`src/hw/soc_mem_pkg.sv`:
```
`default_nettype none

package soc_mem_pkg;

   // bus word and byte lanes
   localparam int DATA_W = 32;
   localparam int STRB_W = DATA_W / 8;

   // byte address of the whole sram, word address inside it
   localparam int SRAM_ADDR_W = 10;
   localparam int WORD_ADDR_W = SRAM_ADDR_W - 2;

   // program region is the lower half of the memory
   localparam int PROG_WORDS = (2 ** WORD_ADDR_W) / 2;

   // request on either sram port
   // wstrb of all zeros is a read
   typedef struct packed {
      logic                   valid;
      logic [WORD_ADDR_W-1:0] addr;
      logic [DATA_W-1:0]      wdata;
      logic [STRB_W-1:0]      wstrb;
   } mem_req_t;

   // read data comes back one cycle after the request
   typedef struct packed {
      logic [DATA_W-1:0] rdata;
      logic              rvalid;
   } mem_rsp_t;

endpackage

`default_nettype wire

```
`src/hw/instr_fetch.sv`:
```
`timescale 1ns/1ns
`default_nettype none

module instr_fetch (
   input  logic                               clk_i,
   input  logic                               reset_i,
   input  logic                               fetch_en_i,
   input  logic                               boot_done_i,
   input  logic [soc_mem_pkg::WORD_ADDR_W:0]  prog_len_i,
   output soc_mem_pkg::mem_req_t              fetch_req_o,
   input  soc_mem_pkg::mem_rsp_t              i_rsp_i,
   output logic                               instr_valid_o,
   output logic [soc_mem_pkg::DATA_W-1:0]     instr_o,
   output logic [soc_mem_pkg::WORD_ADDR_W-1:0] instr_pc_o
);
   import soc_mem_pkg::*;

   logic [WORD_ADDR_W-1:0] pc_q;
   logic [WORD_ADDR_W-1:0] pend_pc_q;
   logic [WORD_ADDR_W:0]   pc_inc;
   logic                   issue;

   assign issue  = fetch_en_i && boot_done_i;
   assign pc_inc = {1'b0, pc_q} + (WORD_ADDR_W + 1)'(1);

   // pc holds while disabled, wraps after the last loaded word
   always_ff @(posedge clk_i) begin
      if (reset_i) begin
         pc_q <= '0;
      end else if (issue) begin
         if (pc_inc == prog_len_i) begin
            pc_q <= '0;
         end else begin
            pc_q <= pc_inc[WORD_ADDR_W-1:0];
         end
      end
   end

   // address of the read in flight, paired with the data next cycle
   always_ff @(posedge clk_i) begin
      if (issue) begin
         pend_pc_q <= pc_q;
      end
   end

   always_comb begin
      fetch_req_o.valid = issue;
      fetch_req_o.addr  = pc_q;
      fetch_req_o.wdata = '0;
      fetch_req_o.wstrb = '0;
   end

   assign instr_valid_o = i_rsp_i.rvalid;
   assign instr_o       = i_rsp_i.rdata;
   assign instr_pc_o    = pend_pc_q;

endmodule

`default_nettype wire

```
`config.mk`:
```
export PLATFORM = sky130hd
export DESIGN_NAME = instr_fetch
export DESIGN_NICKNAME = d
export VERILOG_FILES = /design/src/hw/soc_mem_pkg.sv /design/src/hw/instr_fetch.sv
export SDC_FILE = /design/constraint.sdc
export NUM_CORES = 1
export LEC_CHECK = 0
export ABC_AREA = 1
export BUFFER_PORTS_ARGS = -buffer_cell sky130_fd_sc_hd__buf_2
export CORE_MARGIN = 3
export CORE_UTILIZATION = 35
export DETAILED_ROUTE_END_ITERATION = 16
export PLACE_DENSITY = 0.84
export SLEW_MARGIN = 20
export SYNTH_ARGS = -nofsm -noshare
export SYNTH_HDL_FRONTEND = slang
export SYNTH_SLANG_ARGS = --single-unit
```
`constraint.sdc`:
```
create_clock -name clk_i -period 1.5 [get_ports clk_i]
set_input_delay 0.375 -clock clk_i [delete_from_list [all_inputs] [get_ports clk_i]]
set_output_delay 0.375 -clock clk_i [all_outputs]
set_load 0.05 [all_outputs]
```
## Word level (Yosys, flattened, before mapping)

Cells that the tools add are included.

| word-level totals | value |
|---|---|
| bits in registers | 16 |
| input bits | 46 |
| output and inout bits | 86 |
| word-level logic and storage cells | 6 |

| cells by class | value |
|---|---|
| $add $sub $neg | 1 |
| equality and inequality tests | 1 |
| mux-type cells | 1 |
| reduce and logical (&&, ||, !) cells | 1 |

Operators with widths:

| operator | count |
|---|---|
| $add A8 B1 Y9 const B | 1 |
| $eq A9 B9 Y1 | 1 |
| $mux W8 | 1 |
| $logic_and A1 B1 Y1 | 1 |

## Logic depth before layout (Yosys ltp)

| logic depth | value |
|---|---|
| depth after elaboration | 3 |
| mapped depth | 12 |
| depth with buffers taken out | 12 |

## Worst setup path after synthesis

OpenSTA, ideal clock, no wires.

| timing path | value |
|---|---|
| path kind | reg2reg |
| from | register pc_q[0] |
| to | register pc_q[0] |
| setup time | 0.132 ns |
| arrival | 1.869 ns |
| data required time | 1.368 ns |
| path slack | -0.501 ns |
| cell stages (with the launch flop) | 11 |
| path buffers | 0 |
| period minus slack after synthesis | 2.001 ns |
| cell sequence | dfxtp_1 -> ha_1 -> nand3_1 -> o21bai_1 -> nand2_1 -> nand2_1 -> nand2_1 -> nor2_2 -> nand3_4 -> nand2_1 -> a21oi_1 |

| on the way | value |
|---|---|
| longest elaborated chain between the ends | 3 |

Ends and longest elaborated chain:

| item | line | source |
|---|---|---|
| from (decl) | instr_fetch.sv:18 | `logic [WORD_ADDR_W-1:0] pc_q;` |
| from (signal assigned) | instr_fetch.sv:34 | `pc_q <= pc_inc[WORD_ADDR_W-1:0];` |
| $add A8 B1 Y9 * | instr_fetch.sv:24 | `assign pc_inc = {1'b0, pc_q} + (WORD_ADDR_W + 1)'(1);` |
| $eq A9 B9 Y1 | instr_fetch.sv:31 | `if (pc_inc == prog_len_i) begin` |
| $mux W8 * | instr_fetch.sv:31 |  |

Every way passes the cells marked *; elsewhere a longest branch is shown, timed or not.
A chain may end at the register's enable or synchronous reset.

## Worst setup path after layout

| timing path | value |
|---|---|
| from | register pc_q[1] |
| to | register pc_q[4] |

Same word-level chain as after synthesis.

==> summary.txt <==
Outcome
  – Run status: finished with violations
  – Failing checks: negative setup slack

Pwr
  – Static Leakage: 0.696 nW
  – Clock Power Share: 0.318
  – Switch Pwr: 0.000431 W
  – Sw Share: 0.370
  – Sequential share of power: 0.397
  – Combinational Power Share: 0.286
  – Pwr/cell area: 796 nW/µm²
  – Int Pwr: 0.000736 W
  – Max IR drop VDD: 342 µV

Synthesis
  – Average cell area after synthesis: 7.42 µm²
  – Synth top area share: 0.347
  – Sequential share of the synthesized area: 0.264
  – Count leader, synth: buf_4
  – Area of the mapped netlist: 1510 µm²
  – Ranking of synthesized cells by area: buf_4, edfxtp_1, nand2_1
  – Post-Syn Instances: 204
  – Post-synth EDFFs: 8
  – Synth warn: 0
  – Top post-synthesis cells by count: buf_4, nand2_1, inv_1, nand3_1, a21oi_1
  – Commonest register cell after synthesis: edfxtp_1
  – Post-synth ARST share: 0
  – Synth area leader: buf_4
  – Post-synthesis register bit count: 16
  – Synth unique cells: 24

Routing
  – Iter 0 DRT Violations: 91
  – Drt pass-1 iters: 4
  – Routed len/inst: 11.3 µm
  – Via/cell ratio: 4.39
  – Post-route ant nets: 0
  – DRC violations left: 0
  – Via count: 1114
  – Routed WL: 2880 µm

Cells and area
  – Non-Filler Instances: 254
  – Area Growth Syn to Fin: -3.14%
  – Nets: 252
  – Layout Utilization: 0.359
  – Ant. Diodes: 0
  – Share of post-route cells with drive strength above 1: 0.353

Setup path
  – CP dominant cell by count: nand2_1
  – Worst path required time: 1630 ps
  – Worst Path Max Fanout: 8
  – Slowest-stage cell, CP: dfxtp_4
  – Critical path's top delay family: simple AND/OR/NAND/NOR gates
  – Crit path buf inv count: 1
  – Setup Crit Path Kind: register to register
  – Slowest stage delay, CP: 360 ps
  – Crit-path cells: buf_4, nand2_1, nor2_4, nand3_1, nand3_1, nand2_1, nor2_2, nand3_4, nand2_1, a21oi_1
  – CP arrival: 1730 ps
  – Critical Path Source Type: register
  – CP endpoint kind: register

Floorplan
  – Area of the die: 5150 µm²
  – Die X: 71.8 µm
  – # IOs: 132
  – Starting Density: 0.370
  – Core area: 4090 µm²
  – FP Rows: 23
  – Die Ht: 71.8 µm

Placed design
  – Dpl hpwl: 2410 µm
  – PortBufs: 29
  – RePlAce Congestion: 0.833
  – Total placed cells including tap cells: 249

STA
  – Final setup violation count: 8
  – Pins Over Slew Limit: 0
  – Fin crit period: 1600 ps
  – Setup TNS: -637 ps
  – Fmax: 626 MHz
  – Final Skew: 2.02 ps
  – Hold_ws: 391 ps
  – Final worst path period share: 1.06
  – Setup WS post-layout: -96.3 ps
  – Final Hold Viols: 0
  – Unrepaired setup endpoints after global routing: yes

Global route
  – Vias in the first global route: 1000
  – Largest net degree at the start of global routing: 17
  – Total GRT Usage: 0.110
  – Antenna violations before repair: 0
  – GRT overflow: 0
  – First-pass GRT wire length: 4600 µm

Clocking
  – Hold buffers post-CTS: 0
  – Worst-Skew Late Latency: 250 ps
  – Total CTS buffers: 3
  – CTS tree: done
  – Root Buffer: clkbuf_8
  – Clock-pin slew on the worst setup and hold paths: 60 ps
  – Max Root-Sink Buffers: 2
  – CTS Sinks: 16
  – Number of H-tree levels: 1

Flow run
  – Maximum capacitance violations: 0

Worst hold path
  – Min-Delay Path Class: input port to register
## repair_timing
action                     CTS  global route
buffers inserted             0             1
pin swaps                    1             6
resized for setup            0             9
setup endpoints to repair    8             8
## power groups by stage
stage / clock (W) / sequential (W) / combinational (W)
finish: 0.000371 / 0.000463 / 0.000333
global route: 0.000408 / 0.000464 / 0.000347
CTS: 0.000383 / 0.000464 / 0.000329
detailed placement: 0 / 0.000473 / 0.000329
global placement: 0 / 0.000472 / 0.000328
floorplan: 0 / 0.000510 / 0.000561
## layer usage
layer,wire length (µm),share of wire,GRT usage,vias up
li1,-,-,-,534
met1,957,0.33,0.111,497
met2,1460,0.51,0.197,66
met3,342,0.12,0.0323,17
met4,120,0.042,0.0710,0
met5,0,0,0,-
## registers in the layout, indices dropped and copies added, names as in the netlist
name and cells:
pc_q 8, instr_pc_o 8
## final timing paths
| check | from | end | slack, ps | cells after the start |
|---|---|---|---|---|
| setup reg to reg | pc_q[1]$_SDFFE_PP0P_ | pc_q[4]$_SDFFE_PP0P_ | -100 | 10 |
| setup / recovery | pc_q[1]$_SDFFE_PP0P_ | pc_q[4]$_SDFFE_PP0P_ | -100 | 10 |
| hold reg to reg | pc_q[1]$_SDFFE_PP0P_ | instr_pc_o[1]$_DFFE_PP_ | 470 | 0 |
| hold / removal | reset_i | pc_q[6]$_SDFFE_PP0P_ | 390 | 2 |
## logic make-up after synthesis
family,share of synthesized area
AND/OR/NAND/NOR,0.259
other,0.00248
adder cells (fa/ha/maj),0.00826
AO/OA/AOI/OAI,0.0496
XOR/XNOR,0.0116
buffers and inverters,0.404
flip-flops,0.264
## placed cells by master (no fill, tap or decap)
cell and instances:
inv_2 2, dfxtp_2 1, nand2_1 41, nand3_1 12
nor2_4 3, inv_1 13, a21oi_1 10, buf_2 29
nor2_1 6, buf_4 6, nand2_4 1, o21bai_2 1
nor2_2 4, clkbuf_8 4, conb_1 36, nand3_2 1
ha_4 1, nand3b_1 2, nand3_4 1, nand4_1 2
dfxtp_4 7, xnor2_1 1, xor2_1 1, edfxtp_1 8
a21oi_2 2, nand2_2 9
## final cells by class
class	count	area, µm²
well taps	50	62.6
fillers	447	2620
inverters	15	56.3
flip-flops and latches	16	428
repair buffers	35	190
clock buffers	4	55.1
multi-input cells	134	674
## per-stage QoR
| step | power (W) | cell area (µm²) | setup slack, ps |
|---|---|---|---|
| floorplan | 0.00107 | 1690 | -40.4 |
| global placement | 0.000800 | 1380 | -25.9 |
| CTS | 0.00118 | 1440 | -69.5 |
| finish | 0.00117 | 1470 | -96.3 |
| global route | 0.00122 | 1470 | -197 |
| detailed placement | 0.000802 | 1380 | -71.8 |
Note: power is estimated with default switching activity, not from simulation.
