[src/hw/soc_mem_pkg.sv]
`default_nettype none

package soc_mem_pkg;

   // bus word and byte lanes
   localparam int DATA_W = 32;
   localparam int STRB_W = DATA_W / 8;

   // byte address of the whole sram, word address inside it
   localparam int SRAM_ADDR_W = 10;
   localparam int WORD_ADDR_W = SRAM_ADDR_W - 2;

   // program region is the lower half of the memory
   localparam int PROG_WORDS = (2 ** WORD_ADDR_W) / 2;

   // request on either sram port
   // wstrb of all zeros is a read
   typedef struct packed {
      logic                   valid;
      logic [WORD_ADDR_W-1:0] addr;
      logic [DATA_W-1:0]      wdata;
      logic [STRB_W-1:0]      wstrb;
   } mem_req_t;

   // read data comes back one cycle after the request
   typedef struct packed {
      logic [DATA_W-1:0] rdata;
      logic              rvalid;
   } mem_rsp_t;

endpackage

`default_nettype wire

[src/hw/boot_loader.sv]
`timescale 1ns/1ns
`default_nettype none

module boot_loader (
   input  logic                          clk_i,
   input  logic                          reset_i,
   input  logic                          boot_valid_i,
   input  logic                          boot_last_i,
   input  logic [soc_mem_pkg::DATA_W-1:0] boot_data_i,
   input  soc_mem_pkg::mem_req_t         fetch_req_i,
   output soc_mem_pkg::mem_req_t         i_req_o,
   output logic                          boot_done_o,
   output logic [soc_mem_pkg::WORD_ADDR_W:0] prog_len_o
);
   import soc_mem_pkg::*;

   logic [WORD_ADDR_W:0] cnt_q;
   logic                 done_q;
   logic                 boot_take;
   mem_req_t             boot_req;

   // boot input is only taken until the last word
   assign boot_take = boot_valid_i && !done_q;

   always_ff @(posedge clk_i) begin
      if (reset_i) begin
         cnt_q  <= '0;
         done_q <= 1'b0;
      end else if (boot_take) begin
         cnt_q <= cnt_q + (WORD_ADDR_W + 1)'(1);
         if (boot_last_i) begin
            done_q <= 1'b1;
         end
      end
   end

   // each boot word is a full word write at the running count
   always_comb begin
      boot_req.valid = boot_take;
      boot_req.addr  = cnt_q[WORD_ADDR_W-1:0];
      boot_req.wdata = boot_data_i;
      boot_req.wstrb = '1;
   end

   // port goes over to the fetcher once loading is over
   assign i_req_o     = done_q ? fetch_req_i : boot_req;
   assign boot_done_o = done_q;

   // counter stops once boot is done, so it doubles as the length
   assign prog_len_o = cnt_q;

   a_cnt_in_region: assert property (
      @(posedge clk_i) disable iff (reset_i)
      cnt_q <= (WORD_ADDR_W + 1)'(PROG_WORDS)
   ) else $error("boot word counter ran past the program region");

   // the fetcher must wait for the image to be complete
   a_no_early_fetch: assert property (
      @(posedge clk_i) disable iff (reset_i)
      !done_q |-> !fetch_req_i.valid
   ) else $error("fetch request issued before boot finished");

endmodule

`default_nettype wire

[config.mk]
export PLATFORM = sky130hd
export DESIGN_NAME = boot_loader
export DESIGN_NICKNAME = d
export VERILOG_FILES = /design/src/hw/soc_mem_pkg.sv /design/src/hw/boot_loader.sv
export SDC_FILE = /design/constraint.sdc
export NUM_CORES = 1
export LEC_CHECK = 0
export BUFFER_PORTS_ARGS = -buffer_cell sky130_fd_sc_hd__buf_4
export CORE_MARGIN = 2
export CORE_UTILIZATION = 33
export DETAILED_ROUTE_END_ITERATION = 8
export GPL_TIMING_DRIVEN = 0
export PLACE_DENSITY = 0.89
export SLEW_MARGIN = 20
export SYNTH_ARGS = -nofsm -noshare
export SYNTH_HDL_FRONTEND = slang
export SYNTH_SLANG_ARGS = --single-unit
[constraint.sdc]
create_clock -name clk_i -period 2.5 [get_ports clk_i]
set_clock_uncertainty 0.1 [all_clocks]
set_input_delay 0.125 -clock clk_i [delete_from_list [all_inputs] [get_ports clk_i]]
set_output_delay 0.125 -clock clk_i [all_outputs]
set_load 0.005 [all_outputs]
**After elaboration in Yosys (flattened, before gate mapping)**

Index checks and enable logic that the tools add are counted.

- Register bits after elaboration: 10
- Input port bits: 81
- Output and inout port bits: 55
- Logic and storage cells: 7

- $add $sub $neg: 1
- Mux-type cells: 1
- Reduce and logical (&&, ||, !) cells: 3

Operators by type and width:

| kind | number |
|---|---|
| $mux W45 | 1 |
| $add A9 B1 Y9 const B | 1 |
| $reduce_and A2 Y1 | 1 |
| $logic_and A1 B1 Y1 | 1 |
| $logic_not A1 Y1 | 1 |

**Depth between registers and ports, before layout**

Gate-level depths: netlist of run 1.

- Depth in word-level cells: 3
- Depth in mapped cells: 5

**Worst setup path after synthesis of run 1**

Ideal clock, no wire load.

- Path kind: reg2out
- Start: register done_q, in the netlist boot_done_o
- End: output port i_req_o[32] (netlist bit)
- Data arrival time: 1.299 ns
- Path slack: 0.976 ns
- Stages on the path, launching flop included: 5
- Path through: dfxtp_1 -> clkbuf_1 -> buf_2 -> buf_2 -> mux2_2

RTL lines:

| what | RTL line | RTL |
|---|---|---|
| start, declared | boot_loader.sv:18 | `logic done_q;` |
| start signal, assigned | boot_loader.sv:28 | `done_q <= 1'b0;` |
| start signal, assigned | boot_loader.sv:32 | `done_q <= 1'b1;` |
| end, declared | boot_loader.sv:11 | `output soc_mem_pkg::mem_req_t i_req_o,` |

==> results of run 1 <==
[worst max path at each step]
stage	startpoint	endpoint	slack, ns	cells past startpoint
final	boot_done_o	i_req_o[37]	0.44	5
after global routing	boot_done_o	i_req_o[37]	0.25	5
after CTS	boot_done_o	i_req_o[37]	0.39	5
after detailed placement	boot_done_o	i_req_o[36]	0.69	5
after global placement	boot_done_o	i_req_o[41]	0.70	5
after floorplan	boot_done_o	i_req_o[32]	0.98	4
[routing by layer]
| metal | part of all wire [%] | track usage, % | wire length [um] |
|---|---|---|---|
| met1 | 34 | 19.5 | 1250 |
| met2 | 56 | 39.3 | 2060 |
| met3 | 10 | 6.70 | 381 |
| met4 | 0.51 | 5.32 | 19 |
| met5 | 0 | 0 | 0 |
[sequential cells by signal (all words and copies together) (netlist names)]
register     count
boot_done_o      1
prog_len_o       9
[cell type report]
class,instances,area (um2),share of cell area [%]
buffer,7,31.3,1.52
clock buffer,3,22.5,1.09
inverter,2,7.51,0.365
multi-input combinational,86,733,35.6
sequential,10,200,9.73
tap,31,38.8,1.89
timing repair buffer,136,1020,49.8
[worst max-delay path, cell delays in order (launching register included)]
cell	delay [ns]
dfxtp_1	0.32
clkbuf_1	0.20
buf_2	0.27
buf_2	0.29
mux2_2	0.37
buf_4	0.14
[power groups by stage]
stage | clock [mW] | combinational [mW] | sequential [mW]
6_report | 0.106 | 0.303 | 0.170
5_1_grt | 0.117 | 0.325 | 0.170
4_1_cts | 0.110 | 0.307 | 0.170
3_5_place_dp | 0 | 0.304 | 0.173
3_3_place_gp | 0 | 0.298 | 0.173
2_1_floorplan | 0 | 0.106 | 0.173
[kinds of logic (layout without fill, tap and decap cells)]
logic type / after synthesis / after routing / share of synthesized area [%]
AOI/OAI and AO/OA: 11 / 11 / 6.18
xor gates and xnor gates: 2 / 2 / 1.80
adders and majority gates: 1 / 1 / 1.29
buffers and inverters: 9 / 148 / 3.99
DFF: 10 / 10 / 20.6
muxes: 41 / 41 / 47.4
and+or+nand+nor: 31 / 31 / 18.8
[layout by cell type, fill, tap and decap left out, drive strengths merged]
cell         Yosys  layout
nand3            1       1
ha               1       1
mux2i            1       1
nor2b            1       1
xor2             2       2
nand4            1       1
inv              2       2
a21oi            5       5
o31ai            2       2
nor2             7       7
or4              2       2
or3              2       2
nand3b           2       2
nand2b           5       5
buf              4     139
nor4             2       2
dfxtp           10      10
o21ai            4       4
dlygate4sd3      0       1
nand2            8       8
clkbuf           3       6
mux2            40      40
[repair_timing]
item                      4_1_cts  5_1_grt
hold buffers                    1        0
hold endpoints to repair        1        0
resized for setup               0        0
==> impl_metrics.yaml, run 1 <==
power:
  switchingPower_mw: 0.149
  p_int_mw: 0.430
  power_leakage_nw: 1.04
  clockPowerShare_pct: 18.4
  pwr-share-seq_pct: 29.3
  peakVddDrop_uv: 316
  power_mw: 0.579
  switching_share_pct: 25.8
  power_density_nw_per_um2: 282
  comb_power_share_pct: 52.4
global_routing:
  grt_pass1_wl_mm: 5.31
  antenna_found_initial: 0
  grt_max_degree: 11
  grt-ovfl-total: 0
  track_usage_pct: 20.0
  grt_pass1_vias: 1268
clock_tree:
  clock_sinks: 10
  clockRootBuffer: "clkbuf_4"
  htreeDepth: 1
  cts_setup_buffers: 0
  insertion_delay_ns: 0.26
  path_clk_slew_ns: 0.06
  cts_max_path_buffers: 2
  cts_tree: "yes"
  cts_buffers: 3
worst_setup_path:
  critical_path_required_ns: 2.28
  setup.worst_path.end_class: "output port"
  r2r_cells: 4
  setup.reg_to_reg.worst_slack_ns: 0.93
  critPathArrivalTime_ns: 1.84
  critPathLaunchType: "flop"
  r2r_end: "prog_len_o[7]"
  r2r-start: "boot_done_o"
  worstSetupPathType: "reg -> out"
  worstPathMaxFanout: 10
synthesis:
  netlist_top_cells_count: "mux2_2 (40), dfxtp_1 (10), nand2_1 (8), nor2_1 (7), a21oi_1 (5)"
  syn_area_um2: 972
  syn-num-nets: 187
  synth-async-reset-ratio_pct: 0
  avgSynthCellArea_um2: 9.26
  ys_seq_area_share_pct: 20.6
  synth-edff-count: 0
  ys_warn_count: 0
  synthFlopType: "dfxtp_1"
  yosys.area.top_type: "mux2_2"
  synth-seq-cells: 10
  synth_cells: 105
  synth_top_area_share_pct: 46.3
  synthTopCellsByArea: "mux2_2 (46%), dfxtp_1 (21%), nand2_1 (3.1%), nor2_1 (2.7%), a21oi_1 (2.6%)"
  yosysMostFrequentCell: "mux2_2"
  ys_types: 23
route:
  via_count: 1330
  drc: 0
  first_iter_violations: 47
  wl_per_cell_um: 13.5
  vias_per_cell: 4.84
  ant_nets: 0
  drt-pass1-iter-count: 4
  wirelength_mm: 3.71
sta:
  post-route-period-util_pct: 82.6
  fin_ws_ns: 0.435
  max_clock_freq_mhz: 484
  relSlewSlack_pct: 71.1
  setup_tns_ns: 0
  worst_pin_slew_ns: 0.434
  hold_viol: 0
  final-setup-viol-count: 0
  rsz0062_at_grt: "false"
  whs_ns: 0.0674
  slew_violations: 0
  period_minus_slack_ns: 2.06
floorplan:
  core-area_um2: 2780
  start_util_pct: 35.0
  die_y_um: 58.3
  die-area_um2: 3400
  die_w_um: 58.3
  ios: 136
  core.rowCount: 19
place:
  dp_slack_ns: 0.690
  dpl_cell_area_um2: 2020
  hpwlAfterDp_mm: 3.18
  dp.cells: 271
  place_congestion: 0.759
  numPortBuffers: 135
final_layout:
  syn_to_final_growth_pct: 112
  diodes: 0
  fin_cells: 275
  nFillCells: 236
  fin_util_pct: 74.0
  stdcell_area_um2: 2060
  drive_gt1_share_pct: 76.2
  nets: 328
min_path:
  min_from: "boot_valid_i"
  worst_hold_path.endpoint: "boot_done_o"
  hold_path.class: "in -> reg"
  worstHoldPathCells: 3
outcome:
  outcome: "finished, final reports clean"
run:
  max_cap_violations: 0
(Power assumes the default switching activity.)
==> inputs of run 2 (changes only) <==
--- a/config.mk
+++ b/config.mk
@@ -5,12 +5,13 @@
 export SDC_FILE = /design/constraint.sdc
 export NUM_CORES = 1
 export LEC_CHECK = 0
+export ABC_AREA = 1
 export BUFFER_PORTS_ARGS = -buffer_cell sky130_fd_sc_hd__buf_4
 export CORE_MARGIN = 2
-export CORE_UTILIZATION = 33
+export CORE_UTILIZATION = 31
 export DETAILED_ROUTE_END_ITERATION = 8
 export GPL_TIMING_DRIVEN = 0
-export PLACE_DENSITY = 0.89
+export PLACE_DENSITY = 0.84
 export SLEW_MARGIN = 20
 export SYNTH_ARGS = -nofsm -noshare
 export SYNTH_HDL_FRONTEND = slang
==> constraint.sdc (replaced) <==
create_clock -name clk_i -period 1.95 [get_ports clk_i]
set_clock_uncertainty 0.1 [all_clocks]
set_input_delay 0.0975 -clock clk_i [delete_from_list [all_inputs] [get_ports clk_i]]
set_output_delay 0.0975 -clock clk_i [all_outputs]
set_load 0.005 [all_outputs]
==> impl_metrics.yaml, run 2 <==
synthesis:
  synth-edff-count: 0
  netlist_top_cells_count: "nand2_1 (136), nor2_1 (12), dfxtp_1 (10), a21oi_1 (8)"
  synth_cells: 198
  synth-async-reset-ratio_pct: 0
  syn_area_um2: 1000
  ys_types: 18
  yosys.area.top_type: "nand2_1"
  synth_top_area_share_pct: 50.9
  synthFlopType: "dfxtp_1"
  synth-seq-cells: 10
  yosysMostFrequentCell: "nand2_1"
  avgSynthCellArea_um2: 5.06
  ys_warn_count: 0
  syn-num-nets: 280
  synthTopCellsByArea: "nand2_1 (51%), dfxtp_1 (20%), nor2_1 (4.5%), a21oi_1 (4.0%), or2_2 (2.5%)"
  ys_seq_area_share_pct: 20.0
clock_tree:
  cts_tree: "yes"
  path_clk_slew_ns: 0.06
  clockRootBuffer: "clkbuf_4"
  htreeDepth: 1
  cts_resized: 0
  insertion_delay_ns: 0.26
  cts_hold_buf: 2
  cts_buffers: 3
  clock_sinks: 10
  cts_setup_buffers: 0
  cts_max_path_buffers: 2
global_routing:
  track_usage_pct: 21.2
  grt-ovfl-total: 0
  grt_pass1_vias: 1421
  grt_max_degree: 11
  grt_pass1_wl_mm: 6.07
  antenna_found_initial: 0
sta:
  hold_viol: 0
  post-route-period-util_pct: 87.9
  final-setup-viol-count: 0
  worst_pin_slew_ns: 0.404
  slew_violations: 0
  rsz0062_at_grt: "false"
  period_minus_slack_ns: 1.71
  max_clock_freq_mhz: 583
  setup_tns_ns: 0
  relSlewSlack_pct: 73.1
worst_setup_path:
  worstPathCellList: "buf_6 > clkinv_2 > buf_6 > buf_4 > a21oi_1 > dlygate4sd3_1"
  setup.worst_path.end_class: "flop"
  critical_path_required_ns: 2.06
  r2r_end: "boot_done_o"
  r2r-start: "boot_done_o"
  r2r_cells: 6
  worst_path_most_repeated_cell: "buf_6"
  worstPathMaxFanout: 10
  worstSetupPathType: "reg -> reg"
  critPathLaunchType: "flop"
  slowest_delay_ns: 0.55
  cp_slowest_cell: "dlygate4sd3_1"
  critPathArrivalTime_ns: 1.82
  setup.reg_to_reg.worst_slack_ns: 0.24
floorplan:
  die_y_um: 60.9
  core-area_um2: 3050
  die-area_um2: 3700
  die_w_um: 60.9
  start_util_pct: 32.8
  ios: 136
  core.rowCount: 20
final_layout:
  ff_latch_area_um2: 200
  nets: 422
  fin_cells: 382
  drive_gt1_share_pct: 45.3
  diodes: 0
  multiInputGateArea_um2: 718
  final_cell_mix: "nand2_1 (136), buf_4 (136), nor2_1 (12)"
  nFillCells: 304
  largest_reg_flops: 9
  syn_to_final_growth_pct: 111
  stdcell_area_um2: 2110
power:
  power_density_nw_per_um2: 363
  peakVddDrop_uv: 307
  power_leakage_nw: 1.24
min_path:
  worst_hold_path.endpoint: "prog_len_o[1]"
  hold_path.class: "in -> reg"
  worstHoldPathCells: 3
  min_from: "boot_valid_i"
place:
  dpl_cell_area_um2: 2070
  hpwlAfterDp_mm: 3.36
  numPortBuffers: 135
  place_congestion: 0.796
  dp.cells: 377
route:
  drt-pass1-iter-count: 4
  wl_per_cell_um: 10.6
  via_count: 1672
  first_iter_violations: 67
  drc: 0
  ant_nets: 0
  wirelength_mm: 4.05
  vias_per_cell: 4.38
outcome:
  outcome: "finished, final reports clean"
run:
  max_cap_violations: 0
## run 2: routing by layer
metal / share of wire [%] / track usage [%] / wire, um
met1: 38 / 24.9 / 1560
met2: 48 / 36.9 / 1940
met3: 12 / 5.76 / 480
met4: 1.8 / 7.45 / 74
met5: 0 / 0 / 0
## run 2: kinds of logic (layout without fill, tap and decap cells)
| group | Yosys count | after routing | share of synthesized area, % |
|---|---|---|---|
| buffers and inverters | 16 | 156 | 8.36 |
| and+or+nand+nor | 159 | 159 | 64.4 |
| AOI/OAI and AO/OA | 12 | 12 | 5.99 |
| DFF | 10 | 10 | 20.0 |
| adders and majority gates | 1 | 1 | 1.25 |
## run 2: worst max-delay path, delay by kind of cell (launching register included)
kind,cells,cell delay [ns]
buf+inv,5,1.06
flops,1,0.35
compound gates,1,0.15
## run 2: how the worst max path moves through the flow
stage	depth (start not counted)	endpoint	from	slack, ns
final	6	boot_done_o	boot_done_o	0.24
after global routing	6	boot_done_o	boot_done_o	0.15
after CTS	6	boot_done_o	boot_done_o	0.22
after detailed placement	7	i_req_o[39]	boot_done_o	0.63
after global placement	7	i_req_o[12]	boot_done_o	0.66
after floorplan	6	prog_len_o[8]	prog_len_o[0]	0.75
## run 2: final cells by class
cell class | instances | share of cell area (%)
tap | 44 | 2.61
clock buffer | 3 | 1.07
timing repair buffer | 137 | 48.9
buffer | 10 | 2.84
multi-input combinational | 172 | 34.0
inverter | 6 | 1.12
sequential | 10 | 9.47
## run 2: report_power, final
group | leakage [nW] | internal [mW] | switching, mW
sequential | 0.0813 | 0.210 | 0.00770
clock | 0.0138 | 0.0713 | 0.0693
combinational | 1.14 | 0.251 | 0.157
## run 2: through the flow
step           utilization, %  setup WS, ns  power (mW)  hold slack, ns
4_1_cts                  69.2         0.221       0.777          0.0439
5_1_grt                  69.2         0.145       0.826          0.0728
3_3_place_gp             67.8         0.656       0.623           0.170
3_5_place_dp             67.8         0.632       0.629           0.175
6_report                 69.2         0.236       0.767          0.0568
2_1_floorplan               -         0.754       0.357          0.0666
